### config.mk
export PLATFORM = sky130hd
export DESIGN_NAME = data_bank
export DESIGN_NICKNAME = d
export VERILOG_FILES = /design/src/common/mem_pkg.sv /design/src/verilog/data_bank.sv
export VERILOG_INCLUDE_DIRS = /design/src /design/src/common
export SDC_FILE = /design/constraint.sdc
export NUM_CORES = 2
export LEC_CHECK = 0
export BUFFER_PORTS_ARGS = -buffer_cell sky130_fd_sc_hd__clkbuf_2
export CORE_MARGIN = 3
export CORE_UTILIZATION = 40
export DETAILED_ROUTE_END_ITERATION = 6
export HOLD_SLACK_MARGIN = 0.1
export PLACE_DENSITY = 0.55
export SLEW_MARGIN = 20
export SYNTH_ARGS = -nofsm -noshare
export SYNTH_HDL_FRONTEND = slang
export SYNTH_SLANG_ARGS = --single-unit
### constraint.sdc
create_clock -name clk -period 4.8 [get_ports clk]
set_input_delay 0.48 -clock clk [delete_from_list [all_inputs] [get_ports clk]]
set_output_delay 0.48 -clock clk [all_outputs]
set_load 0.03 [all_outputs]
### src/common/mem_stage_defines.svh
`ifndef MEM_STAGE_DEFINES_SVH
`define MEM_STAGE_DEFINES_SVH

// Datapath widths
`define MEM_DATA_W      32  // Data word
`define MEM_ADDR_W      32  // Byte address
`define MEM_REG_W       5   // Register file index

// Bank array geometry
`define MEM_NUM_BANKS   4   // Must stay a power of two
`define MEM_BANK_DEPTH  64  // Words per bank

// Derived address field widths
`define MEM_BANK_SEL_W  $clog2(`MEM_NUM_BANKS)
`define MEM_ROW_W       $clog2(`MEM_BANK_DEPTH)

// Byte offset inside a word, dropped from every address
`define MEM_BYTE_OFS_W  2

`endif

### src/common/mem_pkg.sv
`include "mem_stage_defines.svh"

package mem_pkg;

    // Memory operation carried by each execute record
    typedef enum logic [1:0]
    {
        op_none  = 2'd0,
        op_load  = 2'd1,
        op_store = 2'd2
    } mem_op_t;

    // Execute to memory pipeline record
    typedef struct packed
    {
        logic [`MEM_ADDR_W-1:0] alu_result;    // Also the access address
        logic [`MEM_DATA_W-1:0] store_data;
        mem_op_t                op;
        logic                   mem_to_reg;    // Passed through to write-back
        logic                   reg_write;
        logic [`MEM_REG_W-1:0]  reg_dest;
        logic                   pc_src;
        logic [`MEM_ADDR_W-1:0] branch_target;
    } ex_mem_t;

    // Memory to write-back pipeline record
    typedef struct packed
    {
        logic [`MEM_DATA_W-1:0] load_data;     // Zero unless a load
        logic [`MEM_ADDR_W-1:0] alu_result;
        logic                   mem_to_reg;
        logic                   reg_write;
        logic [`MEM_REG_W-1:0]  reg_dest;
        logic                   pc_src;
        logic [`MEM_ADDR_W-1:0] branch_target;
    } mem_wb_t;

    // Word request toward the bank array
    typedef struct packed
    {
        logic [`MEM_ADDR_W-1:0] addr;          // Byte address
        logic [`MEM_DATA_W-1:0] wdata;
        logic                   write;         // High for a store
    } bank_req_t;

    // Word response from a bank
    typedef struct packed
    {
        logic [`MEM_DATA_W-1:0] rdata;
    } bank_rsp_t;

endpackage

### src/verilog/data_bank.sv
`timescale 1ns/1ps
`include "mem_stage_defines.svh"

module data_bank
    import mem_pkg::*;
(
    input  logic                   clk,
    input  logic                   rst,

    // Strobe and shared request fields from the router
    input  logic                   bank_valid,
    input  logic [`MEM_ROW_W-1:0]  row,
    input  logic [`MEM_DATA_W-1:0] wdata,
    input  logic                   write,

    // Registered response
    output logic                   rsp_valid,
    output bank_rsp_t              rsp
);

    // Word storage
    logic [`MEM_DATA_W-1:0] mem [`MEM_BANK_DEPTH];

    // Response strobe follows the request by one cycle
    always_ff @(posedge clk or posedge rst)
    begin
        if (rst)
        begin
            rsp_valid <= 1'b0;
        end
        else
        begin
            rsp_valid <= bank_valid;
        end
    end

    // Array access
    always_ff @(posedge clk)
    begin
        if (bank_valid)
        begin
            if (write)
            begin
                mem[row]  <= wdata;
                rsp.rdata <= wdata;  // Store echoes the written word
            end
            else
            begin
                rsp.rdata <= mem[row];  // Read before any later write
            end
        end
    end

endmodule

# Word-level counts from Yosys, hierarchy flattened

Memories as Yosys holds them, arrays and structs flattened. A register that Yosys moved wholly into a read port is not among the register bits.
Cells that the tools add are included.
W data, S select, Z words.

Register bits after elaboration: 1
RAM bits: 2,048
Input port bits: 42
Output and inout bits: 33
Word-level logic and storage cells: 5
Memories kept: 1

Memories:

| name | depth | bits a word | rd ports | clocked after memory_dff | write ports | line            | text |
|---|---|---|---|---|---|---|---|
| mem  | 64    | 32          | 1        | 1                        | 1           | data_bank.sv:22 | `` logic [`MEM_DATA_W-1:0] mem [`MEM_BANK_DEPTH]; `` |

Muxes and demuxes: 3

Operator list:

| cell    | number |
|---|---|
| $mux W1 | 3 |

# Logic depth before layout (Yosys ltp)

Word-level depth: 3
Gate-level depth with buffers: 12
Depth with buffers taken out: 6

# Least setup slack after synthesis

No wires, ideal clock.

Path type: input-to-reg
Start point: input port row[3]
End point: memory mem[40][0] (netlist name) (enable)
Arrival time: 3.179 ns
Required time: 4.379 ns
Path slack: 1.200 ns
Stages: 7
Path buffers: 4
Cells stage by stage: clkbuf_1 -> and3b_1 -> clkbuf_1 -> clkbuf_1 -> clkbuf_1 -> nand2_1 -> nor2_1

RTL lines:

| what               | line            | text |
|---|---|---|
| start: declaration | data_bank.sv:12 | `` input logic [`MEM_ROW_W-1:0] row, `` |
| end: declaration   | data_bank.sv:22 |  |

Straight into the memory's write port.

==> impl_metrics.json <==
{
  "async_reset_ff_frac": 0.0004805,
  "reg2reg_to": "rsp[6]",
  "cp_top_family": "simple AND/OR/NAND/NOR gates",
  "post-route-min-period_ns": 3.613,
  "ant_nets": 0,
  "report.final.slew_viol_count": 0,
  "grt_use_total": 0.2715,
  "final-hold-violation-count": 0,
  "die_h_um": 453.4,
  "grt_pass1_vias": 44410,
  "setup_violations": 0,
  "root_buffer": "clkbuf_16",
  "rsz0062_at_grt": "false",
  "numCtsBuffers": 203,
  "via_per_inst": 6.349,
  "cp_slowest_stage_delay_ns": 0.89,
  "netlist_area_um2": 80060,
  "leakagePower_uw": 0.02943,
  "cp.required_ns": 5.35,
  "cts_tree": "done",
  "ctsHtreeMaxLevel": 4,
  "firstDrtPassIters": 7,
  "period_share": 0.7528,
  "hold_path.class": "in2reg",
  "insertion_delay_ns": 0.85,
  "power.density_nw_per_um2": 410.9,
  "relSlewSlack": 0.1675,
  "port_buffers": 74,
  "status": "complete, no violations",
  "wl_mm": 282.8,
  "yosysSeqAreaShare": 0.7805,
  "worst_slew_pin_slew_ns": 1.217,
  "clockBufferDepth": 3,
  "vdd_ir_drop_max_mv": 0.4130,
  "start_kind": "primary input",
  "synth_edf_count": 2080,
  "clock-sinks": 2081,
  "synth_area_per_cell_um2": 18.71,
  "layout.nets": 4623,
  "syn_nets": 4321,
  "crit_type": "in2reg",
  "clk_pin_slew_ns": 0.07,
  "core_um2": 198200,
  "grt_start_max_net_pins": 66,
  "critPathBufInv": 2,
  "rr_startpoint": "mem[40][6]",
  "dominantRegCellSynth": "edfxtp_1",
  "synth-seq-cells": 2081,
  "max_freq_mhz": 276.7,
  "wl_per_cell_um": 38.24,
  "yosys.area.top_type_share": 0.7802,
  "timing.hold.ws_ns": 0.2488,
  "via_count": 46960,
  "synthTopCellsByArea": "edfxtp_1 (78%), mux2i_1 (3.9%), mux4_2 (2.9%)",
  "cp_max_fo": 62,
  "place_congestion": 0.8657,
  "initial_core_util": 0.4038,
  "syn_to_final_growth_pct": 15.08,
  "holdPathStages": 2,
  "synth.largest_area_cell": "edfxtp_1",
  "ios": 75,
  "drc": 0,
  "rr_worst_depth": 6,
  "cp_cell_sequence": "buf_8 -> and2b_4 -> buf_4 -> a22oi_1 -> nand3_1 -> o211ai_1 -> nor4_1 -> a31oi_1",
  "cap_violations": 0,
  "ys_types": 66,
  "post_cts_buffers": 0,
  "rows": 163,
  "grt_pass1_wl_mm": 384.8,
  "critPathArrivalTime_ns": 4.16,
  "crit_end": "rsp[21]",
  "worstSetupEndpointType": "flop",
  "yosys_warnings": 0,
  "slowest_stage": "nor4_1",
  "drt_iter0_markers": 7918,
  "ff2ff_setup_slack_ns": 1.84,
  "drive_above_1_share": 0.2171,
  "antenna_found_initial": 11,
  "synth_cells": 4279,
  "startpoint": "row[0]",
  "dpl.hpwl_mm": 164.6,
  "fin_worst_skew_ns": 0.02469,
  "worst-path-stages": 8,
  "grt_overflow": 0,
  "fin_setup_tns_ns": 0,
  "chipWidth_um": 453.4,
  "fp.dieArea_um2": 205500
}
==> final cells by class <==
class,count,area (µm²)
clock inverters,120,949.7
clock buffers,253,5310
inverters,5,28.78
well taps,2640,3303
multi-input cells,1900,16610
diodes,7,17.52
fillers,16730,106100
repair buffers,390,3421
flip-flops and latches,2081,62480
==> timing repair <==
action                                 in CTS  in global routing
gates resized for setup                     0                  0
setup endpoints to repair                   0                  0
endpoints found under the hold margin       2                  0
hold buffers                                3                  0
==> worst min path at each step <==
stage	to	slack [ns]	from
after global placement	rsp_valid	0.29	rst
after detailed placement	rsp_valid	0.30	rst
after CTS	rsp_valid	0.19	bank_valid
final	rsp_valid	0.25	bank_valid
after floorplan	rsp_valid	0.21	rst
after global routing	rsp_valid	0.22	bank_valid
==> layout by cell type (no fill, tap or decap), types with 7 or more instances in the layout <==
cell       Yosys  layout
o2bb2ai_1     22      22
a221o_1       45      45
o2111ai_1      8       8
nand2_1      103     102
a22o_1        34      34
a221oi_1     201     201
nor2_1       158      89
o32a_1        15      15
a31oi_1       39      39
o22ai_1      102     102
mux2i_1      309     309
buf_4         40     261
nand3_1       40      40
clkinv_2       0      37
a211oi_1      18      18
clkbuf_2       0      71
nor2_4         0      68
edfxtp_1    2080    2080
bufinv_16      0      11
a21oi_1      102     102
inv_6          0       7
buf_12         0      51
o21ai_0      100      99
a22oi_1      191     191
mux2_2       174     174
mux4_2       103     103
o211ai_1       9       9
clkinv_1       1      56
clkbuf_1      92      48
diode_2        0       7
clkbuf_16      0     205
a222oi_1      15      15
==> cells in the mapped netlist (40+ instances only) <==
cell	n
mux4_2	103
buf_2	119
a221o_1	45
mux2_2	174
nand3_1	40
clkbuf_1	92
mux2i_1	309
a221oi_1	201
a22oi_1	191
buf_4	40
nor2_1	158
edfxtp_1	2080
a21oi_1	102
o22ai_1	102
nand2_1	103
o21ai_0	100
==> per-layer routing <==
| metal | GRT usage | vias to the layer above | routed length [µm] |
|---|---|---|---|
| li1 | - | 18440 | - |
| met1 | 0.3875 | 25060 | 113400 |
| met2 | 0.4175 | 3017 | 129700 |
| met3 | 0.05563 | 435 | 30080 |
| met4 | 0.08932 | 4 | 9604 |
| met5 | 0 | - | 25 |
==> where the power goes <==
part           leakage (µW)  switching (µW)  total, µW  internal [µW]
clock               0.00306            6890      15300           8430
sequential           0.0187            67.1      20200          20100
combinational       0.00763            1700       2370            663
total                0.0294            8660      37900          29200
==> worst reg2reg max path, cell delays in order, from the launching register on <==
cell,delay (ns)
edfxtp_1,0.38
mux4_2,0.47
mux2i_1,0.56
o22ai_1,0.20
a2111oi_2,0.39
nand2_1,0.28
o32a_1,0.42
==> through the flow <==
step	instances	cell area [µm²]	utilization	setup WS (ns)	power [µW]
6_report	7396	92130	0.4647	1.187	37860
5_1_grt	7390	92110	0.4647	1.302	38760
4_1_cts	7389	92110	0.4646	1.418	37970
3_5_place_dp	7013	85820	0.4329	0.4750	22870
3_3_place_gp	7012	85800	0.4328	0.3458	22850
2_1_floorplan	4279	80060	-	1.200	21580
==> flip-flops by register name, indices dropped and copies added, names as in the netlist <==
register,flops
rsp_valid,1
mem,2048
rsp,32
==> logic make-up after synthesis <==
kind of cell	count (synthesis)	share of synthesized area
flip-flops	2081	0.7805
AO/OA/AOI/OAI	940	0.08674
AND/OR/NAND/NOR	367	0.02024
buffers and inverters	298	0.01940
multiplexers	593	0.09312
Note: power is estimated with default switching activity, not from simulation.
