[src/common/mem_stage_defines.svh]
`ifndef MEM_STAGE_DEFINES_SVH
`define MEM_STAGE_DEFINES_SVH

// Datapath widths
`define MEM_DATA_W      32  // Data word
`define MEM_ADDR_W      32  // Byte address
`define MEM_REG_W       5   // Register file index

// Bank array geometry
`define MEM_NUM_BANKS   4   // Must stay a power of two
`define MEM_BANK_DEPTH  64  // Words per bank

// Derived address field widths
`define MEM_BANK_SEL_W  $clog2(`MEM_NUM_BANKS)
`define MEM_ROW_W       $clog2(`MEM_BANK_DEPTH)

// Byte offset inside a word, dropped from every address
`define MEM_BYTE_OFS_W  2

`endif

[src/common/mem_pkg.sv]
`include "mem_stage_defines.svh"

package mem_pkg;

    // Memory operation carried by each execute record
    typedef enum logic [1:0]
    {
        op_none  = 2'd0,
        op_load  = 2'd1,
        op_store = 2'd2
    } mem_op_t;

    // Execute to memory pipeline record
    typedef struct packed
    {
        logic [`MEM_ADDR_W-1:0] alu_result;    // Also the access address
        logic [`MEM_DATA_W-1:0] store_data;
        mem_op_t                op;
        logic                   mem_to_reg;    // Passed through to write-back
        logic                   reg_write;
        logic [`MEM_REG_W-1:0]  reg_dest;
        logic                   pc_src;
        logic [`MEM_ADDR_W-1:0] branch_target;
    } ex_mem_t;

    // Memory to write-back pipeline record
    typedef struct packed
    {
        logic [`MEM_DATA_W-1:0] load_data;     // Zero unless a load
        logic [`MEM_ADDR_W-1:0] alu_result;
        logic                   mem_to_reg;
        logic                   reg_write;
        logic [`MEM_REG_W-1:0]  reg_dest;
        logic                   pc_src;
        logic [`MEM_ADDR_W-1:0] branch_target;
    } mem_wb_t;

    // Word request toward the bank array
    typedef struct packed
    {
        logic [`MEM_ADDR_W-1:0] addr;          // Byte address
        logic [`MEM_DATA_W-1:0] wdata;
        logic                   write;         // High for a store
    } bank_req_t;

    // Word response from a bank
    typedef struct packed
    {
        logic [`MEM_DATA_W-1:0] rdata;
    } bank_rsp_t;

endpackage

[src/verilog/response_merge.sv]
`timescale 1ns/1ps
`include "mem_stage_defines.svh"

module response_merge
    import mem_pkg::*;
(
    input  logic                      clk,
    input  logic                      rst,

    // Per-bank responses
    input  logic [`MEM_NUM_BANKS-1:0] rsp_valid,
    input  bank_rsp_t                 rsp [`MEM_NUM_BANKS],

    // Merged response to the memory stage
    output logic                      done,
    output bank_rsp_t                 rsp_out
);

    logic      any_valid;  // Some bank answered this cycle
    bank_rsp_t merged;     // Data of the answering bank

    // AND-OR select; at most one bank strobes at a time
    always_comb
    begin
        any_valid    = |rsp_valid;
        merged.rdata = '0;
        for (int i = 0; i < `MEM_NUM_BANKS; i++)
        begin
            merged.rdata = merged.rdata | ({`MEM_DATA_W{rsp_valid[i]}} & rsp[i].rdata);
        end
    end

    always_ff @(posedge clk or posedge rst)
    begin
        if (rst)
        begin
            done <= 1'b0;
        end
        else
        begin
            done <= any_valid;  // One-cycle strobe
        end
    end

    always_ff @(posedge clk)
    begin
        if (any_valid)
        begin
            rsp_out <= merged;
        end
    end

endmodule

[config.mk]
export PLATFORM = sky130hd
export DESIGN_NAME = response_merge
export DESIGN_NICKNAME = d
export VERILOG_FILES = /design/src/common/mem_pkg.sv /design/src/verilog/response_merge.sv
export VERILOG_INCLUDE_DIRS = /design/src /design/src/common
export SDC_FILE = /design/constraint.sdc
export NUM_CORES = 1
export LEC_CHECK = 0
export BUFFER_PORTS_ARGS = -buffer_cell sky130_fd_sc_hd__buf_2
export CAP_MARGIN = 40
export CORE_MARGIN = 4
export CORE_UTILIZATION = 39
export DETAILED_ROUTE_END_ITERATION = 8
export GPL_ROUTABILITY_DRIVEN = 0
export GPL_TIMING_DRIVEN = 0
export PLACE_DENSITY = 0.93
export SLEW_MARGIN = 30
export SYNTH_ARGS = -nofsm -noshare
export SYNTH_HDL_FRONTEND = slang
export SYNTH_SLANG_ARGS = --single-unit
[constraint.sdc]
create_clock -name clk -period 0.8 [get_ports clk]
set_clock_uncertainty 0.2 [all_clocks]
set_input_delay 0.04 -clock clk [delete_from_list [all_inputs] [get_ports clk]]
set_output_delay 0.04 -clock clk [all_outputs]
set_load 0.005 [all_outputs]
# [After elaboration in Yosys (flattened, before gate mapping)]
# Cells that the tools add are included.
[totals] in_bits=134 out_inout_bits=33 latchBits=0 rom_bits=0 elab_cells=10 reg_bits=33 ram_bits=0 memories=0
[classes] n_shift=0 eq_ne=0 order_cmp=0 n_mux=0 n_reduce_logical=1 mul=0 addsub=0 div=0 bitwise=7
[op_table] op="$and 32x32->32" count=4
[op_table] op="$or 32x32->32" count=3
[op_table] op="$reduce_or 4->1" count=1

# [Depth between registers and ports, before layout]
# Gate-level depths: netlist (run 1).
[depth] depth_word=4 mapped_depth=4 mapped_depth_nobuf=2

# [Worst setup path after synthesis (run 1)]
# Ideal clock, no wire load.
[synth_timing] path_kind="input -> register" startpoint="in rsp_valid[2]" endpoint="reg rsp_out[0] (netlist name) (enable)" path_buffers=1 path_slack_ns=-0.581 required_ns=0.288 t_arrival_ns=0.869 stages=2 setup_ns=0.312 path_cell_list="clkbuf_2 -> or4_4"
[synth_between] elab_chain_len=1
[synth_rtl] element="start, declared" line="response_merge.sv:11" source="input logic [`MEM_NUM_BANKS-1:0] rsp_valid,"
[synth_rtl] element="$reduce_or 4->1" line="response_merge.sv:25" source="any_valid = |rsp_valid;"
[synth_rtl] element="via any_valid" line="response_merge.sv:19" source="logic any_valid;"
[synth_rtl] element="end signal, assigned" line="response_merge.sv:49" source="rsp_out <= merged;"
[synth_rtl] element="end, declared" line="response_merge.sv:16" source="output bank_rsp_t rsp_out"
# The timed path passes the listed nets, and every way through them passes these cells.
# A chain may end at the register's enable or synchronous reset.

# [Worst setup path in the final report (run 1)]
[layout_timing] startpoint="reg rsp_out[21] (netlist name)" endpoint="out rsp_out[21] (netlist name)"
# No word-level cell between the ends.

==> flow_metrics.tcl, run 1 <==
set metrics [dict create \
    cts-root-buf "clkbuf_8" \
    rows 23 \
    design_area_um2 3180 \
    syn_inst 147 \
    drt_iter0_drc 97 \
    cp_num_buf_inv 1 \
    power_leakage_nw 1.45 \
    cp_max_fo 1 \
    wl_per_cell_um 19.0 \
    violations "negative hold slack, negative setup slack" \
    maxCapViolCount 0 \
    final-hold-violation-count 66 \
    die_h_um 73.6 \
    status "finished, violations left" \
    worstPathRequired_ns 0.56 \
    cts_buffer_depth 2 \
    pre_cts_slack_ns -0.691 \
    antennaDiodeCount 0 \
    p_sw_share_pct 25.0 \
    crit_arrival_ns 0.81 \
    whs_ns -0.162 \
    cts_tree "done" \
    grt_max_degree 11 \
    end_kind "output pin" \
    max_slew.worst_pin.slew_ns 0.183 \
    viasPerCell 5.43 \
    final-setup-viol-count 86 \
    ant_nets 0 \
    start_util_pct 41.0 \
    htreeDepth 2 \
    synthesis.nets 281 \
    ys_seq_elements 33 \
    startpoint_type "flip-flop" \
    grt_pass1_wl_um 9520 \
    yosys_warnings 0 \
    path_class "flip-flop to output pin" \
    min_period_ns 1.05 \
    die_width_um 73.6 \
    antenna_found_initial 0 \
    grt_pass1_vias 1980 \
    slew_headroom_pct 87.8 \
    critical_path.slowest_cell "edfxtp_1" \
    routed_wl_um 7180 \
    worstPathCellList "buf_2" \
    drv_slew 0 \
    pwr-share-comb_pct 26.4 \
    rsz0062_at_grt "true" \
    min_path_type "input pin to flip-flop" \
    p_total_w 0.00478 \
    placed_area_um2 2650 \
    dr.pass1.iters 4 \
    ys_types 9 \
    p_int_w 0.00358 \
    dpl.hpwl_um 4900 \
    syn_area_um2 1680 \
    numCtsBuffers 5 \
    port-buffer-count 162 \
    seqPwrFrac_pct 44.9 \
    ir_worst_vdd_uv 1100 \
    area_delta_synth_final_pct 89.7 \
    cp_top_family "flip-flops" \
    fmax_ghz 0.950 \
    cpPeakStageDelay_ns 0.39 \
    layout_setup_ws_ns -0.253 \
    route.detailed.drc 0 \
    ios 167 \
    num_vias 2057 \
    core_um2 4090 \
    syn_avg_cell_area_um2 11.4 \
    ys_seq_area_share_pct 58.8 \
    post-route-period-util_pct 132 \
    setup_tns_ns -12.73 \
    drive_gt1_share_pct 73.3 \
    overflow 0 \
    clkPwrFrac_pct 28.8 \
    fill_cells 271 \
    nets 462 \
    clk_pin_slew_worst_paths_ns 0.07 \
    layout_common_cells "buf_2 (162), a22oi_2 (43), nand2_1 (32), edfxtp_1 (32), a22oi_1 (21)" \
    design.die.area_um2 5410 \
    power.switching_w 0.00120 \
    power_density_nw_per_um2 1500 \
    final_common_cell "buf_2" \
    ctsHoldBuffers 1 \
    grt_usage_pct 23.4 \
    clock-sinks 33 \
]
-- power groups by stage --
stage / logic [W] / registers [W] / clock network, W
final: 0.00126 / 0.00214 / 0.00137
after global placement: 0.000957 / 0.00217 / 0
after floorplan: 0.000372 / 0.00221 / 0
after CTS: 0.00113 / 0.00214 / 0.00139
after global routing: 0.00136 / 0.00216 / 0.00147
after detailed placement: 0.000990 / 0.00218 / 0
-- through the flow --
step / cells / utilization, %
floorplan: 147 / -
global placement: 359 / 64.8
detailed placement: 359 / 64.8
CTS: 373 / 72.9
global route: 379 / 77.8
finish: 379 / 77.8
-- state kept, by name (all words and copies together), names as in the netlist --
name and cells:
done 1, rsp_out 32
-- layer usage --
metal,GRT usage [%],wire length (um),up-vias
met5,0,0,-
met4,7.44,124,0
met3,5.75,680,12
met2,43.3,3920,130
met1,25.8,2460,951
li1,-,-,964
-- what timing repair did --
item | CTS | global route
endpoints found under the setup margin | 82 | 95
setup buffers | 1 | 4
cloned | 4 | 4
endpoints found under the hold margin | 58 | 66
resized for setup | 37 | 30
pin swaps | 5 | 9
-- cells by family (layout without fill, tap and decap cells) --
logic type,count (synthesis),after routing,synth area share (%)
DFF,33,33,58.8
AOI/OAI and AO/OA,64,64,28.7
buffers and inverters,17,195,4.70
and+or+nand+nor,33,37,7.84
-- synthesized netlist by cell type --
cell type  number  area, um2
a22oi_1        64        480
edfxtp_1       32        961
nand2_1        32        120
buf_2          11       55.1
clkbuf_1        4       15.0
clkbuf_2        1       5.00
dfrtp_1         1       25.0
inv_1           1       3.75
or4_4           1       11.3
-- layout make-up --
cell class	instances	area (um2)	share of cell area (%)
plain buffers	14	195	6.14
clock buffers	7	96.3	3.03
clock inverters	1	5.00	0.157
inverters	1	3.75	0.118
multi-input cells	101	872	27.4
flip-flops and latches	33	986	31.0
well taps	50	62.6	1.97
repair buffers	172	960	30.2
-- final timing paths --
kind | from | end | slack, ns | depth (start not counted)
min | rsp[70] | rsp_out[6]$_DFFE_PP_ | -0.16 | 3
max in group asynchronous | rst | done$_DFF_PP0_ | 0.38 | 3
max | rsp_out[21]$_DFFE_PP_ | rsp_out[21] | -0.25 | 1
min in group asynchronous | rst | done$_DFF_PP0_ | -0.06 | 3
Power figures use the tool's default switching activity.
==> run 2, diff against run 1 <==
Settings changed: CORE_MARGIN 4 to 5.
==> flow_metrics.tcl, run 2 (synthesis results as in run 1) <==
set metrics [dict create \
    status "finished, violations left" \
    violations "negative hold slack, negative setup slack" \
    final_common_cell "buf_2" \
    dpl.hpwl_um 5010 \
    largest_register_ffs 32 \
    power_leakage_nw 1.43 \
    die_h_um 75.6 \
    wl_per_cell_um 19.3 \
    clk_pin_slew_worst_paths_ns 0.06 \
    top_register "rsp_out" \
    grtUsageMet1_pct 24.1 \
    design_area_um2 3140 \
    grt_usage_pct 23.5 \
    rsz0062_at_grt "true" \
    cp_num_buf_inv 1 \
    port-buffer-count 162 \
    fill_cells 274 \
    route.detailed.drc 0 \
    hold_path_end "rsp_out[24]$_DFFE_PP_" \
    end_kind "output pin" \
    fmax_ghz 0.956 \
    drv_slew 0 \
    whs_path_depth 3 \
    core_um2 4090 \
    drt_iter0_drc 90 \
    dpl.cell_count 359 \
    final-hold-violation-count 66 \
    clock-sinks 33 \
    num_vias 2087 \
    grtUsageMet2_pct 46.0 \
    viasPerCell 5.52 \
    ir_worst_vdd_uv 921 \
    cpPeakStageDelay_ns 0.39 \
    layout_common_cells "buf_2 (162), a22oi_2 (43), nand2_1 (32), edfxtp_1 (32), a22oi_1 (21)" \
    antenna_found_initial 0 \
    postLayoutCoreUtil_pct 76.8 \
    start_util_pct 41.0 \
    cts_buffer_depth 2 \
    post-route-period-util_pct 131 \
    ant_nets 0 \
    hold_start "rsp[88]" \
    nets 461 \
    final-setup-viol-count 96 \
    whs_ns -0.159 \
    area_delta_synth_final_pct 87.2 \
    placed_area_um2 2650 \
    met3_usage_pct 6.07 \
    layout_setup_ws_ns -0.246 \
    grt_pass1_vias 2089 \
    slew_headroom_pct 87.6 \
    power_density_nw_per_um2 1480 \
    antennaDiodeCount 0 \
    worstPathCellList "buf_2" \
    maxCapViolCount 0 \
    cp_max_fo 1 \
    reg_top3 "rsp_out: 32 flops, done: 1 flops" \
    worstPathRequired_ns 0.56 \
    drive_gt1_share_pct 72.6 \
    design.die.area_um2 5710 \
    htreeDepth 2 \
    overflow 0 \
    path_class "flip-flop to output pin" \
    crit_arrival_ns 0.81 \
    ios 167 \
    top_usage_layer "met2" \
    numCtsBuffers 5 \
    cts_tree "done" \
    final_cells 378 \
    cts-root-buf "clkbuf_8" \
    grt_pass1_wl_um 9720 \
    max_slew.worst_pin.slew_ns 0.186 \
    dr.pass1.iters 4 \
    min_path_type "input pin to flip-flop" \
    min_period_ns 1.05 \
    grt_max_degree 11 \
    die_width_um 75.6 \
    cp_top_family "flip-flops" \
    routed_wl_um 7290 \
    ctsHoldBuffers 1 \
    startpoint_type "flip-flop" \
    rows 23 \
    critical_path.slowest_cell "edfxtp_1" \
]
-- run 2: cell types whose count changed in the layout (fill, tap and decap cells not counted) --
cell and delta:
buf_4 -5, clkbuf_1 +2, clkinv_2 -1, clkbuf_16 -1, buf_8 +1, buf_16 -1
clkbuf_8 -1, clkbuf_4 +3, buf_6 +2
-- run 2: how the worst max path moves through the flow --
stage / endpoint / cells past startpoint / slack, ns / startpoint
4_1_cts: rsp_out[28] / 1 / -0.25 / rsp_out[28]$_DFFE_PP_
5_1_grt: rsp_out[28] / 1 / -0.28 / rsp_out[28]$_DFFE_PP_
2_1_floorplan: rsp_out[0]$_DFFE_PP_ / 2 / -0.56 / rsp_valid[1]
3_5_place_dp: rsp_out[30]$_DFFE_PP_ / 2 / -0.69 / rsp_valid[3]
6_report: rsp_out[28] / 1 / -0.25 / rsp_out[28]$_DFFE_PP_
3_3_place_gp: rsp_out[5]$_DFFE_PP_ / 2 / -0.68 / rsp_valid[3]
-- run 2: what timing repair did --
item / 4_1_cts / 5_1_grt
gates resized for setup: 35 / 35
buffers inserted: 2 / 3
endpoints found under the hold margin: 51 / 60
pin swaps: 6 / 12
gates cloned: 5 / 1
setup endpoints to repair: 81 / 95
-- run 2: per-stage QoR --
stage	setup WS, ns	TNS (ns)	power, W
after detailed placement	-0.689	-32.36	0.00318
final	-0.246	-13.75	0.00464
after CTS	-0.253	-12.37	0.00455
after global routing	-0.278	-15.34	0.00486
after floorplan	-0.563	-24.15	0.00258
after global placement	-0.683	-31.18	0.00313
-- run 2: cell type report --
| cell class | count | area [um2] | area share, % |
|---|---|---|---|
| sequential | 33 | 986 | 31.4 |
| tap | 50 | 62.6 | 1.99 |
| timing repair buffer | 170 | 913 | 29.1 |
| clock buffer | 8 | 90.1 | 2.87 |
| inverter | 1 | 3.75 | 0.120 |
| buffer | 15 | 211 | 6.74 |
| multi-input combinational | 101 | 872 | 27.8 |
-- run 2: tightest hold or removal path, delay by kind of cell --
kind            cells  cell delay (ns)
buf+inv             1             0.08
simple gates        1             0.05
compound gates      1             0.04
-- run 2: routing by layer --
| layer | wire (um) | part of all wire, % |
|---|---|---|
| met1 | 2350 | 32 |
| met2 | 3940 | 54 |
| met3 | 845 | 12 |
| met4 | 153 | 2.1 |
| met5 | 0 | 0 |
-- run 2: report_power, final --
part	switching [W]	leakage (nW)	total (W)	internal (W)
clock	0.000550	0.0455	0.00125	0.000701
combinational	0.000560	1.06	0.00125	0.000687
sequential	0.0000400	0.321	0.00214	0.00210
==> run 3, diff against run 2 <==
Settings changed: SETUP_SLACK_MARGIN from default to 0.05.
==> flow_metrics.tcl, run 3 (synthesis results as in run 1) <==
set metrics [dict create \
    critical_path.slowest_cell "edfxtp_1" \
    wl_met3_um 749 \
    layout_common_cells "buf_2 (162), a22oi_2 (52), nand2_1 (32), edfxtp_1 (32), a22oi_1 (12)" \
    clk_pin_slew_worst_paths_ns 0.07 \
    setup_tns_ns -12.89 \
    startpoint_type "flip-flop" \
    wl_per_cell_um 19.6 \
    whs_path_depth 3 \
    grt_pass1_wl_um 9980 \
    cts_buffer_depth 2 \
    wl_met1_um 2550 \
    ios 167 \
    end_kind "output pin" \
    power_leakage_nw 1.48 \
    drive_gt1_share_pct 75.6 \
    multi_input_area_um2 917 \
    pre_cts_slack_ns -0.689 \
    crit_arrival_ns 0.80 \
    cts_tree "done" \
    design_area_um2 3290 \
    num_vias 2114 \
    maxCapViolCount 0 \
    dpl.cell_count 359 \
    largest_register_ffs 32 \
    start_util_pct 41.0 \
    route.detailed.drc 0 \
    hold_path_end "rsp_out[7]$_DFFE_PP_" \
    power_density_nw_per_um2 1440 \
    final_common_cell "buf_2" \
    antenna_found_initial 0 \
    fill_cells 247 \
    dpl.hpwl_um 5010 \
    rows 23 \
    htreeDepth 2 \
    worstPathRequired_ns 0.56 \
    overflow 0 \
    status "finished, violations left" \
    ant_nets 0 \
    max_slew.worst_pin.slew_ns 0.177 \
    whs_ns -0.161 \
    final_cells 382 \
    drv_slew 0 \
    placed_area_um2 2650 \
    area_delta_synth_final_pct 96.0 \
    numCtsBuffers 5 \
    min_path_type "input pin to flip-flop" \
    die_h_um 75.6 \
    post-route-period-util_pct 130 \
    grt_max_degree 12 \
    cp_max_fo 1 \
    cp_num_buf_inv 1 \
    hold_start "rsp[71]" \
    core_um2 4090 \
    min_period_ns 1.04 \
    antennaDiodeCount 0 \
    design.die.area_um2 5710 \
    final-hold-violation-count 43 \
    dr.pass1.iters 6 \
    path_class "flip-flop to output pin" \
    grt_usage_pct 24.1 \
    highest_layer "met4" \
    ctsHoldBuffers 1 \
    ir_worst_vdd_uv 965 \
    slew_headroom_pct 88.2 \
    rsz0062_at_grt "true" \
    final-setup-viol-count 79 \
    viasPerCell 5.53 \
    cts-root-buf "clkbuf_8" \
    regArea_um2 986 \
    fmax_ghz 0.959 \
    top_register "rsp_out" \
    port-buffer-count 162 \
    routed_wl_um 7480 \
    cp_top_family "flip-flops" \
    worstPathCellList "buf_2" \
    nets 465 \
    violations "negative hold slack, negative setup slack" \
    clock-sinks 33 \
    die_width_um 75.6 \
    reg_top3 "rsp_out: 32 flops, done: 1 flops" \
    grt_pass1_vias 2125 \
    layout_setup_ws_ns -0.242 \
    met2_length_um 4130 \
    cpPeakStageDelay_ns 0.39 \
    drt_iter0_drc 43 \
]
run 3: repair_timing:
action	in CTS	in global routing
buffers inserted	2	4
endpoints found under the hold margin	43	43
endpoints found under the setup margin	97	97
pin swaps	10	13
resized for setup	55	37
cloned	6	4
run 3: per-stage QoR:
step	util (%)	total power, W
floorplan	-	0.00258
global placement	64.8	0.00313
finish	80.4	0.00474
detailed placement	64.8	0.00318
global route	80.4	0.00496
CTS	75.3	0.00463
run 3: cell type report:
type	count	area share [%]
Buffer	15	7.61
Clock buffer	8	2.74
Inverter	1	0.114
Multi-Input combinational cell	101	27.9
Sequential cell	33	30.0
Tap cell	50	1.90
Timing Repair Buffer	174	29.7
run 3: metal layers:
layer | vias up | track usage (%)
met5 | - | 0
li1 | 967 | -
met4 | 0 | 7.57
met1 | 1019 | 25.3
met3 | 4 | 6.33
met2 | 124 | 46.3
run 3: power breakdown:
group | leakage (nW) | internal, W | total, W | switching (W)
clock | 0.0455 | 0.000701 | 0.00126 | 0.000556
sequential | 0.321 | 0.00210 | 0.00214 | 0.0000405
combinational | 1.11 | 0.000751 | 0.00134 | 0.000587
run 3: worst max path at each step:
stage | slack (ns) | cells past startpoint | to | from
after global placement | -0.68 | 2 | rsp_out[5]$_DFFE_PP_ | rsp_valid[3]
after floorplan | -0.56 | 2 | rsp_out[0]$_DFFE_PP_ | rsp_valid[1]
after detailed placement | -0.69 | 2 | rsp_out[30]$_DFFE_PP_ | rsp_valid[3]
final | -0.24 | 1 | rsp_out[22] | rsp_out[22]$_DFFE_PP_
after CTS | -0.25 | 1 | rsp_out[28] | rsp_out[28]$_DFFE_PP_
after global routing | -0.28 | 1 | rsp_out[28] | rsp_out[28]$_DFFE_PP_
