===== config.mk =====
export PLATFORM = sky130hd
export DESIGN_NAME = mem_stage
export DESIGN_NICKNAME = d
export VERILOG_FILES = /design/src/common/mem_pkg.sv /design/src/mem_stage/mem_stage.sv
export VERILOG_INCLUDE_DIRS = /design/src /design/src/common
export SDC_FILE = /design/constraint.sdc
export NUM_CORES = 1
export LEC_CHECK = 0
export BUFFER_PORTS_ARGS = -buffer_cell sky130_fd_sc_hd__buf_2
export CORE_ASPECT_RATIO = 1.2
export CORE_UTILIZATION = 45
export CTS_CLUSTER_DIAMETER = 200
export DETAILED_ROUTE_END_ITERATION = 12
export GPL_TIMING_DRIVEN = 0
export PLACE_DENSITY = 0.71
export SETUP_SLACK_MARGIN = 0.5
export SYNTH_ARGS = -nofsm -noshare
export SYNTH_HDL_FRONTEND = slang
export SYNTH_SLANG_ARGS = --single-unit
export TNS_END_PERCENT = 5

===== constraint.sdc =====
create_clock -name clk -period 10.4 [get_ports clk]
set_input_delay 1.04 -clock clk [delete_from_list [all_inputs] [get_ports clk]]
set_output_delay 1.04 -clock clk [all_outputs]
set_load 0.02 [all_outputs]

===== src/common/mem_stage_defines.svh =====
`ifndef MEM_STAGE_DEFINES_SVH
`define MEM_STAGE_DEFINES_SVH

// Datapath widths
`define MEM_DATA_W      32  // Data word
`define MEM_ADDR_W      32  // Byte address
`define MEM_REG_W       5   // Register file index

// Bank array geometry
`define MEM_NUM_BANKS   4   // Must stay a power of two
`define MEM_BANK_DEPTH  64  // Words per bank

// Derived address field widths
`define MEM_BANK_SEL_W  $clog2(`MEM_NUM_BANKS)
`define MEM_ROW_W       $clog2(`MEM_BANK_DEPTH)

// Byte offset inside a word, dropped from every address
`define MEM_BYTE_OFS_W  2

`endif


===== src/common/mem_pkg.sv =====
`include "mem_stage_defines.svh"

package mem_pkg;

    // Memory operation carried by each execute record
    typedef enum logic [1:0]
    {
        op_none  = 2'd0,
        op_load  = 2'd1,
        op_store = 2'd2
    } mem_op_t;

    // Execute to memory pipeline record
    typedef struct packed
    {
        logic [`MEM_ADDR_W-1:0] alu_result;    // Also the access address
        logic [`MEM_DATA_W-1:0] store_data;
        mem_op_t                op;
        logic                   mem_to_reg;    // Passed through to write-back
        logic                   reg_write;
        logic [`MEM_REG_W-1:0]  reg_dest;
        logic                   pc_src;
        logic [`MEM_ADDR_W-1:0] branch_target;
    } ex_mem_t;

    // Memory to write-back pipeline record
    typedef struct packed
    {
        logic [`MEM_DATA_W-1:0] load_data;     // Zero unless a load
        logic [`MEM_ADDR_W-1:0] alu_result;
        logic                   mem_to_reg;
        logic                   reg_write;
        logic [`MEM_REG_W-1:0]  reg_dest;
        logic                   pc_src;
        logic [`MEM_ADDR_W-1:0] branch_target;
    } mem_wb_t;

    // Word request toward the bank array
    typedef struct packed
    {
        logic [`MEM_ADDR_W-1:0] addr;          // Byte address
        logic [`MEM_DATA_W-1:0] wdata;
        logic                   write;         // High for a store
    } bank_req_t;

    // Word response from a bank
    typedef struct packed
    {
        logic [`MEM_DATA_W-1:0] rdata;
    } bank_rsp_t;

endpackage


===== src/mem_stage/mem_stage.sv =====
`timescale 1ns/1ps
`include "mem_stage_defines.svh"

module mem_stage
    import mem_pkg::*;
(
    input  logic      clk,
    input  logic      rst,

    // From execute
    input  logic      ex_valid,
    input  ex_mem_t   ex_data,

    // Response from the bank array
    input  logic      done,
    input  bank_rsp_t rsp,

    // Back-pressure toward execute
    output logic      stall,

    // Request to the bank array
    output logic      req_valid,
    output bank_req_t req,

    // To write-back
    output logic      wb_valid,
    output mem_wb_t   wb_data
);

    ex_mem_t held;       // Record occupying the memory path
    logic    accept;     // Upstream record taken on this edge
    logic    is_mem_op;  // Incoming record needs a bank access
    logic    finish;     // Outstanding access completes on this edge

    // Build a write-back record from a pipeline record and a load word
    function automatic mem_wb_t make_wb(input ex_mem_t r, input logic [`MEM_DATA_W-1:0] ld);
        mem_wb_t w;
        w.load_data     = ld;
        w.alu_result    = r.alu_result;
        w.mem_to_reg    = r.mem_to_reg;
        w.reg_write     = r.reg_write;
        w.reg_dest      = r.reg_dest;
        w.pc_src        = r.pc_src;
        w.branch_target = r.branch_target;
        return w;
    endfunction

    assign accept    = ex_valid && !stall;
    assign is_mem_op = (ex_data.op != op_none);
    assign finish    = stall && done;  // done only arrives while stalled

    // Request fields come from the registered record
    always_comb
    begin
        req.addr  = held.alu_result;
        req.wdata = held.store_data;
        req.write = (held.op == op_store);  // Registered op decides the write
    end

    // Control state
    always_ff @(posedge clk or posedge rst)
    begin
        if (rst)
        begin
            stall     <= 1'b0;
            req_valid <= 1'b0;
            wb_valid  <= 1'b0;
        end
        else
        begin
            // One-cycle request strobe on acceptance of a load or store
            req_valid <= accept && is_mem_op;

            if (accept && is_mem_op)
            begin
                stall <= 1'b1;  // Hold upstream until the bank answers
            end
            else if (finish)
            begin
                stall <= 1'b0;
            end

            // Pass-through records leave at once, memory records on done
            wb_valid <= (accept && !is_mem_op) || finish;
        end
    end

    // Payload registers
    always_ff @(posedge clk)
    begin
        if (accept)
        begin
            held <= ex_data;  // Kept stable while stalled
        end

        if (accept && !is_mem_op)
        begin
            wb_data <= make_wb(ex_data, '0);
        end
        else if (finish)
        begin
            // Store results carry no data word
            wb_data <= make_wb(held, (held.op == op_load) ? rsp.rdata : '0);
        end
    end

endmodule


# Yosys cells after proc, flatten, opt, wreduce, memory -nomap -nowiden
# Index checks and enable logic that the tools add are counted.
[totals]
output_inout_bits = 172
ff_bits = 213
elab_cells = 35
inputBits = 142
[op_classes]
n_eq_ne = 2
muxes = 5
reduce_logical = 10
[ops]
columns = ["operator", "count"]
rows = [
  ["2-to-1 mux 72 bit", 2],
  ["2-to-1 mux 32 bit", 1],
  ["nonzero test 2 bit", 3],
  ["logical AND 1 bit", 4],
  ["== test 2 x 1 -> 1 bit, second input constant", 1],
  ["== test 2 bit, second input constant", 1],
  ["logical NOT 1 bit", 2],
  ["2-to-1 mux 1 bit", 2],
  ["logical OR 1 bit", 1],
]

# Logic depth before layout (Yosys ltp)
# Gate-level depths: netlist of the first run.
[depth]
depth_word = 4
ltp_mapped = 5
ltp_nobuf = 2

# Least setup slack after synthesis of the first run
# OpenSTA, ideal clock, no wires.
[synth_timing]
kind = "register to register"
from = "register stall"
to = "register held[0] (netlist bit), enable pin"
path_slack_ns = 4.115
required_time_ns = 9.816
t_arrival_ns = 5.701
setup_ns = 0.584
period_less_slack_ns = 6.285
n_path_buf = 3
stages_incl_launch_ff = 5
path_cell_list = "dfrtp_1 -> buf_2 -> clkbuf_1 -> buf_2 -> nor2b_1"
[synth_via]
elab_chain_cells = 2
[synth_lines]
columns = ["element", "line_no", "rtl"]
rows = [
  ["start: declaration", "mem_stage.sv:19", "output logic stall,"],
  ["start signal: assignment", "mem_stage.sv:65", "stall <= 1'b0;"],
  ["start signal: assignment", "mem_stage.sv:76", "stall <= 1'b1;"],
  ["start signal: assignment", "mem_stage.sv:80", "stall <= 1'b0;"],
  ["logical NOT 1 bit", "mem_stage.sv:48", "assign accept = ex_valid && !stall;"],
  ["logical AND 1 bit", "mem_stage.sv:48", ""],
  ["named net accept", "mem_stage.sv:31", "logic accept;"],
  ["end signal: assignment", "mem_stage.sv:93", "held <= ex_data;"],
  ["end: declaration", "mem_stage.sv:30", "ex_mem_t held;"],
]
# The timed path passes the listed nets, and every way through them passes these cells.
# A chain may end at the register's enable or synchronous reset.

# Final worst setup path of the first run
[layout_timing]
from = "input port ex_data[41] (netlist bit)"
to = "register wb_data[41] (netlist bit), enable pin"
[layout_via]
elab_chain_cells = 4
[layout_lines]
columns = ["element", "line_no", "rtl"]
rows = [
  ["start: declaration", "mem_stage.sv:12", "input ex_mem_t ex_data,"],
  ["nonzero test 2 bit", "mem_stage.sv:49", "assign is_mem_op = (ex_data.op != op_none);"],
  ["logical NOT 1 bit", "mem_stage.sv:96", "if (accept && !is_mem_op)"],
  ["logical AND 1 bit", "mem_stage.sv:96", ""],
  ["nonzero test 2 bit (no source line)", "n/a", ""],
  ["end signal: assignment", "mem_stage.sv:98", "wb_data <= make_wb(ex_data, '0);"],
  ["end signal: assignment", "mem_stage.sv:103", "wb_data <= make_wb(held, (held.op == op_load) ? rsp.rdata : '0);"],
  ["end: declaration", "mem_stage.sv:27", "output mem_wb_t wb_data"],
]
# No other way between the ends.

==> summary.md, run 1 <==
| Metric | Value |
|---|---|
| Warning count from the yosys run | `0` |
| CTS buffer count | `22` |
| Post-DR wirelength/cell | `around 17 um` |
| Area share of the largest cell type after synthesis | `between 60% and 70%` |
| Worst R2R Start | `stall` |
| WP data required | `roughly 11 ns` |
| Crit-path max cell delay | `around 0.50 ns` |
| Setup-failing EPs final | `0` |
| Via Count | `~5300` |
| Most used cell, CP | `buf_4` |
| Crit start category | `input port` |
| Die ar. | `roughly 19000 um^2` |
| DRT Pass-1 Iters | `6` |
| Io pins | `314` |
| Most common cell after layout, fill and taps aside | `buf_2` |
| Vias in the first global route | `5237` |
| Worst-margin pin slew | `0.542 ns` |
| Post-synthesis sequential area ratio | `72.7%` |
| Reg2reg end | `wb_data[41]` |
| Cell taking the most area after synthesis | `edfxtp_1` |
| Setup Skew | `between 0.007 and 0.008 ns` |
| Gp weighted congestion | `0.812` |
| Fmax | `roughly 360 MHz` |
| Number of antenna diodes | `0` |
| Mean Syn Cell Area | `17.1 um^2` |
| Worst slack at placement | `roughly 7 ns` |
| Worst-path fanout max | `40` |
| Setup crit start | `ex_data[41]` |
| Initial antenna violation count | `1` |
| Mapped Cells | `488` |
| H-tree Lvls | `1` |
| Final Hold Fails | `0` |
| DIE HEIGHT | `151 um` |
| Post_cts resized | `0` |
| First-pass GRT wire length | `approximately 28000 um` |
| Mapped Nets | `630` |
| Clk buf depth | `3` |
| Port buffer count | `313` |
| Fin. max-slew vios | `0` |
| Post-CTS Setup Repair Bufs | `0` |
| Status | `complete, no violations` |
| Arr. time, crit path | `approximately 3 ns` |
| Worst setup EP type | `flop` |
| Final wirelength | `roughly 19000 um` |
| Cell Pwr Density | `roughly 190 nW/um^2` |
| Final #Nets | `972` |
| Synth async-reset ratio | `~1.4%` |
| Clk sink count | `~210` |
| Area grow syn2layout | `31.4%` |
| Worst slew margin | `~64%` |
| Core Region | `between 15000 and 20000 um^2` |
| Initial core utilization | `approximately 46%` |
| Post-synth EDFFs | `178` |
| Total grt overflow | `0` |
| Clk slew on worst S/H paths | `0.06 ns` |
| CTS tree | `yes` |
| Global-route usage over all layers | `roughly a fifth` |
| Hold/Removal Path Class | `in2async` |
| Synthesized area | `8340 um^2` |
| Worst skew pair latency | `about 0.50 ns` |
| RSZ-0062 raised after global routing | `false` |
| Setup TNS | `0 ns` |
| Share of layout cells above drive strength 1 | `~61%` |
| R2R cell count | `6` |
| Slowest cell on the critical path | `or2_4` |
| Hold_buf cts | `0` |
| Synth top area cells | `edfxtp_1, dfxtp_1, mux2_2, buf_4, a21bo_2` |
| Worst setup margin | `roughly 7.6 ns` |
| Final worst-path cycle share | `26.8%` |
| Max VDD drop | `between 0.1 and 0.15 mV` |
| Via-to-Cell Ratio | `around 5` |
| Ys flop type | `edfxtp_1` |
| Post-layout min period | `approximately 2.8 ns` |
| Crit Path Category | `in2reg` |
| Worst R2R Setup Slack | `7.72 ns` |
| Root Buffer Master | `clkbuf_16` |
| DRC | `0` |
| Final HPWL DP | `~13000 um` |
| Detailed Route Iter0 Violations | `roughly 290` |
| Die width | `roughly 130 um` |
| Crit path to | `wb_data[41]` |
| Lkg Pwr | `4.55 nW` |
| Synthesis-stage register bit count | `about 210` |
| Antenna-violating nets left | `0` |
| Max_cap viols | `0` |
| Netlist cell types | `21` |
| Row count | `54` |
| Crit-path cells | `buf_2 > nor4b_4 > buf_4 > buf_4 > or2_4 > buf_16` |
| Largest net degree at the start of global routing | `roughly 40` |
| Most frequent cells in the layout | `buf_2, edfxtp_1, buf_4` |
## cell usage after synthesis, types with 3 or more instances
library cell and instances:
edfxtp_1 178, buf_4 67, mux2_2 55, a21bo_2 32, a221oi_1 32, dfxtp_1 32, nand3_1 32, mux2_1 17
clkbuf_1 16, buf_2 12, dfrtp_1 3
## per-layer routing
| layer | up-vias | share of wire [%] | track usage, % | wire length [um] |
|---|---|---|---|---|
| met5 | - | 0.043 | 0 | 8 |
| met4 | 2 | 2.3 | 6.20 | 420 |
| met3 | 31 | 7.3 | 5.19 | 1360 |
| li1 | 2497 | - | - | - |
| met2 | 196 | 52 | 33.6 | 9770 |
| met1 | 2540 | 38 | 21.4 | 7090 |
## worst max-delay path: cells and delay by family
family | cells | cell delay, ns
buf+inv | 4 | 0.93
simple gates | 2 | 0.95
## flip-flops by register name, indices dropped and copies added, names as in the netlist
| signal | count |
|---|---|
| stall | 1 |
| req | 64 |
| wb_valid | 1 |
| req_valid | 1 |
| wb_data | 104 |
| held | 42 |
## stage by stage
stage / utilization, % / std cells / instance area [um^2] / power, mW / hold slack [ns]
2_1_floorplan: - / 488 / 8340 / 1.24 / 0.525
3_3_place_gp: 56.1 / 1025 / 10200 / 1.35 / 0.528
3_5_place_dp: 56.7 / 1030 / 10300 / 1.36 / 0.536
4_1_cts: 60.3 / 1069 / 11000 / 2.08 / 0.388
5_1_grt: 60.3 / 1069 / 11000 / 2.14 / 0.395
6_report: 60.3 / 1069 / 11000 / 2.06 / 0.405
## where the power goes
part,internal (mW),switching [mW]
Sequential,1.01,0.0204
Clock,0.415,0.309
Combinational,0.131,0.180
Total,1.55,0.510
## area by class of cell
class	instances	area (um^2)
buffer	97	631
sequential	213	6060
clock inverter	10	78.8
tap	224	280
clock buffer	29	577
inverter	1	3.75
fill	1457	7210
multi-input combinational	177	1660
timing repair buffer	318	1670
## how the worst min path moves through the flow
stage / start / to / slack [ns] / cells after the start
6_report: rst / req_valid / 0.41 / 2
5_1_grt: rst / wb_valid / 0.39 / 2
4_1_cts: rst / wb_valid / 0.39 / 2
3_5_place_dp: held[12] / wb_data[12] / 0.54 / 1
3_3_place_gp: held[39] / wb_data[39] / 0.53 / 1
2_1_floorplan: held[0] / wb_data[0] / 0.52 / 1
## logic make-up after synthesis
logic type | share of synthesized area (%)
multiplexers | 9.84
AO/OA/AOI/OAI | 7.26
AND/OR/NAND/NOR | 2.63
flip-flops | 72.7
buffers and inverters | 7.61
Power figures use the tool's default switching activity.
==> inputs of run 2 (changes only) <==
Clock period 10.4 ns to 2.85 ns, I/O delays scaled along.
==> run 2 against run 1 <==
Sequential power grew to 3.7 times the previous value. Power increased to 3.7 times the previous value. Setup slack got worse by 7.0 ns. Sequential share of layout area fell by 5.1 points. Register-to-register slack got worse by 7.1 ns. Final area grew 10%. Die area is the same. Clock power rose to 3.7 times the previous value. Global-route usage rose by 2.7 points. Critical endpoint is now req[15]. Largest cell class unchanged. Highest routed layer is now met4.
==> summary.md, run 2 (synthesized netlist as in run 1, its figures left out) <==
| Metric | Value |
|---|---|
| Port buffer count | `around 310` |
| Share of layout cells above drive strength 1 | `55.0%` |
| Vias in the first global route | `a little under 6000` |
| Final Hold Fails | `0` |
| Io pins | `~310` |
| Clk slew on worst S/H paths | `about 0.060 ns` |
| Arr. time, crit path | `about 2.5 ns` |
| CTS buffer count | `23` |
| Gp weighted congestion | `~0.78` |
| Setup Skew | `approximately 0.0081 ns` |
| Fin. max-slew vios | `0` |
| Crit start category | `flop` |
| Detailed Route Iter0 Violations | `around 270` |
| Die width | `roughly 130 um` |
| Worst-margin pin slew | `about 0.63 ns` |
| RSZ-0062 raised after global routing | `true` |
| Initial core utilization | `a little under half` |
| First-pass GRT wire length | `31400 um` |
| Worst skew pair latency | `about 0.5 ns` |
| Final wirelength | `around 21000 um` |
| Clk sink count | `213` |
| Total grt overflow | `0` |
| Root Buffer Master | `clkbuf_16` |
| Worst setup margin | `0.577 ns` |
| Post-layout min period | `around 2.3 ns` |
| Row count | `54` |
| Initial antenna violation count | `0` |
| WP data required | `3.05 ns` |
| Final #Nets | `1081` |
| Most frequent cells in the layout | `buf_2, edfxtp_1, dlygate4sd3_1` |
| Clk buf depth | `3` |
| CTS tree | `yes` |
| Cell Pwr Density | `640 nW/um^2` |
| Hold/Removal Path Class | `in2reg` |
| WHS | `a little over 0.02 ns` |
| H-tree Lvls | `1` |
| Most common cell after layout, fill and taps aside | `buf_2` |
| R2R cell count | `6` |
| Die ar. | `approximately 19000 um^2` |
| Setup TNS | `0 ns` |
| Setup-failing EPs final | `0` |
| Final HPWL DP | `between 10000 and 15000 um` |
| Worst slack at placement | `roughly 0.021 ns` |
| Global-route usage over all layers | `between 20% and 30%` |
| Max FFs per register | `104` |
| DRT Pass-1 Iters | `4` |
| Area grow syn2layout | `44.8%` |
| Worst slew margin | `~58%` |
| Final worst-path cycle share | `about 80%` |
| Via Count | `approximately 5700` |
| Worst-path fanout max | `31` |
| Biggest register | `wb_data` |
| DIE HEIGHT | `~150 um` |
| Via-to-Cell Ratio | `4.86` |
| DRC | `0` |
| Crit Path Category | `reg2reg` |
| Lkg Pwr | `roughly 5.0 nW` |
| Post-DR wirelength/cell | `about 18 um` |
| Antenna-violating nets left | `0` |
| Status | `complete, no violations` |
| Core Region | `approximately 18000 um^2` |
| Max_cap viols | `0` |
| Largest net degree at the start of global routing | `50` |
| Hold Path Depth | `1` |
| Fmax | `approximately 440 MHz` |
| Max VDD drop | `0.723 mV` |
| Number of antenna diodes | `0` |
| Worst setup EP type | `flop` |
==> run 2: report_power, final <==
part	internal [mW]	switching [mW]	leakage, nW
clock	1.49	1.21	0.323
combinational	0.583	0.688	2.72
sequential	3.68	0.0809	1.98
total	5.75	1.98	5.02
==> run 2: routing by layer <==
metal	part of all wire [%]	vias up	track usage, %
li1	-	2715	-
met4	3.3	0	8.49
met3	7.1	46	4.98
met1	38	2729	24.2
met2	52	236	38.8
met5	0	-	0
==> run 2: repair_timing <==
item / in CTS / in global routing
hold buffers: 105 / 0
gates resized for setup: 1 / 0
setup buffers: 1 / 1
hold endpoints to repair: 107 / 0
endpoints found under the setup margin: 73 / 76
cloned: 1 / 1
pin swaps: 1 / 1
==> run 2: final cells by class <==
cell class | count | area [um^2]
buffer | 97 | 654
clock buffer | 28 | 594
clock inverter | 13 | 77.6
fill | 1306 | 6100
inverter | 1 | 3.75
multi-input combinational | 178 | 1660
sequential | 213 | 6060
tap | 224 | 280
timing repair buffer | 425 | 2750
==> run 2: critical path: stages (launching register included) <==
cell,delay [ns]
dfrtp_2,0.43
buf_6,0.14
clkbuf_8,0.16
buf_6,0.15
nor2b_4,0.52
buf_12,0.29
buf_12,0.23
==> run 2: final timing paths <==
check,startpoint,end,slack [ns]
max in group asynchronous,rst,stall,2.48
hold / removal,ex_data[41],held[41],0.02
min in group asynchronous,rst,stall,0.21
setup / recovery,stall,req[15],0.58
hold reg to reg,held[16],wb_data[16],0.54
setup reg to reg,stall,req[15],0.58
==> run 2: per-stage QoR <==
stage / util (%) / cells / cell area, um^2 / power, mW
6_report: 66.5 / 1179 / 12100 / 7.73
5_1_grt: 66.5 / 1179 / 12100 / 8.00
4_1_cts: 66.3 / 1177 / 12000 / 7.78
3_5_place_dp: 56.7 / 1029 / 10300 / 4.96
3_3_place_gp: 56.2 / 1025 / 10200 / 4.92
2_1_floorplan: - / 488 / 8370 / 4.51
==> inputs of run 3 (changes only) <==
Clock period 2.85 ns to 2.15 ns, I/O delays scaled along.
==> run 3 against run 2 <==
Register-to-register slack lost 0.37 ns. Combinational power grew 46%. Non-clock buffer count grew 50. Setup slack lost 0.37 ns. Clock-buffer cell count is the same. Final area grew 5.7%. Critical endpoint is now wb_data[44].
==> summary.md, run 3 (synthesized netlist as in run 1, its figures left out) <==
| Metric | Value |
|---|---|
| Status | `complete, no violations` |
| Fin. max-slew vios | `0` |
| Antenna-violating nets left | `0` |
| Setup-failing EPs final | `0` |
| DRC | `0` |
| WHS | `approximately 0.021 ns` |
| Largest net degree at the start of global routing | `32` |
| Die width | `roughly 130 um` |
| Fmax | `just over 500 MHz` |
| Io pins | `314` |
| Die ar. | `about 19000 um^2` |
| Via-to-Cell Ratio | `~4.9` |
| Placed Cells incl. Taps | `just over 1000` |
| DIE HEIGHT | `~150 um` |
| Final worst-path cycle share | `about nine tenths` |
| Core Region | `between 15000 and 20000 um^2` |
| Vias in the first global route | `approximately 6200` |
| Setup Skew | `a little over 0.01 ns` |
| Biggest register | `wb_data` |
| Final cell count without fillers | `1229` |
| Initial antenna violation count | `0` |
| Number of antenna diodes | `0` |
| Total grt overflow | `0` |
| Worst setup EP type | `flop` |
| H-tree Lvls | `1` |
| Final Hold Fails | `0` |
| Worst R2R Start | `stall` |
| Most frequent cells in the layout | `buf_2, edfxtp_1, dlygate4sd3_1` |
| Clk buf depth | `3` |
| Arr. time, crit path | `approximately 2.2 ns` |
| Gp weighted congestion | `between 0.7 and 0.8` |
| Worst skew pair latency | `0.51 ns` |
| Worst R2R Setup Slack | `roughly 0.21 ns` |
| Row count | `54` |
| Final wirelength | `roughly 22000 um` |
| WP data required | `between 2 and 2.5 ns` |
| Most common cell after layout, fill and taps aside | `buf_2` |
| First-pass GRT wire length | `33100 um` |
| Root Buffer Master | `clkbuf_16` |
| Placement Cell Area | `10300 um^2` |
| Lkg Pwr | `around 5.3 nW` |
| Detailed Route Iter0 Violations | `282` |
| DRT Pass-1 Iters | `4` |
| R2R cell count | `6` |
| Crit path to | `wb_data[44]` |
| Max VDD drop | `0.992 mV` |
| Initial core utilization | `approximately 46%` |
| Final #Nets | `1131` |
| Post-layout min period | `between 1.5 and 2 ns` |
| Cell Pwr Density | `816 nW/um^2` |
| Max FFs per register | `about 100` |
| Crit start category | `flop` |
| Reg2reg end | `wb_data[44]` |
| Clk slew on worst S/H paths | `around 0.060 ns` |
| Worst-path fanout max | `6` |
| Worst slack at placement | `-0.679 ns` |
| Via Count | `about 6000` |
| CTS tree | `yes` |
| Final instance area | `12800 um^2` |
| Post-DR wirelength/cell | `about 18 um` |
| RSZ-0062 raised after global routing | `true` |
| Worst slew margin | `between 60% and 70%` |
| Clk sink count | `213` |
| Setup crit start | `stall` |
| CTS buffer count | `23` |
| Area grow syn2layout | `53.2%` |
| Worst setup margin | `around 0.2 ns` |
| Worst-margin pin slew | `0.486 ns` |
| Crit Path Category | `reg2reg` |
| Port buffer count | `~310` |
| Setup TNS | `0 ns` |
| Global-route usage over all layers | `between 20% and 30%` |
| Hold/Removal Path Class | `in2reg` |
| Share of layout cells above drive strength 1 | `around 54%` |
| Final HPWL DP | `13400 um` |
| Max_cap viols | `0` |
==> run 3: through the flow <==
| stage | power, mW | utilization [%] |
|---|---|---|
| final | 10.4 | 70.3 |
| after floorplan | 5.98 | - |
| after CTS | 10.5 | 69.8 |
| after global routing | 10.8 | 70.3 |
| after detailed placement | 6.57 | 56.7 |
| after global placement | 6.52 | 56.2 |
==> run 3: worst min-delay path by stage <==
stage / start / end / slack [ns] / cells past startpoint
3_5_place_dp: rst / wb_valid / 0.1 / 2
2_1_floorplan: rst / req_valid / -0.03 / 1
4_1_cts: rsp[31] / wb_data[103] / 0.005 / 3
3_3_place_gp: rst / wb_valid / 0.09 / 2
5_1_grt: rsp[31] / wb_data[103] / 0.02 / 3
6_report: rsp[31] / wb_data[103] / 0.02 / 3
==> run 3: worst max-delay path: stages, from the launching register on <==
cell and delay [ns]:
dfrtp_2 0.41, buf_6 0.14, nor4b_4 0.23, buf_4 0.16, buf_8 0.14, bufbuf_16 0.27, mux2_2 0.33
==> run 3: area by class of cell <==
type,count,area [um^2]
clock inverters,13,77.6
well taps,224,280
plain buffers,97,739
repair buffers,475,3350
clock buffers,28,594
flip-flops and latches,213,6060
fillers,1226,5400
multi-input cells,178,1660
inverters,1,3.75
==> run 3: power breakdown <==
group / internal, mW / switching [mW]
clock network: 1.98 / 1.60
logic: 0.905 / 0.955
registers: 4.87 / 0.111
==> run 3: routing by layer <==
layer	vias to the layer above	routed length [um]	global-route usage [%]
met2	253	11800	41.9
met1	2858	8320	25.3
met4	0	762	8.98
met3	56	1550	5.12
li1	2811	-	-
met5	-	0	0
==> run 3: timing repair <==
| action | 4_1_cts | 5_1_grt |
|---|---|---|
| endpoints found under the hold margin | 143 | 0 |
| resized for setup | 32 | 2 |
| endpoints found under the setup margin | 283 | 235 |
| setup buffers | 15 | 2 |
| hold buffers | 135 | 0 |
| pin swaps | 2 | 0 |
| gates cloned | 5 | 2 |
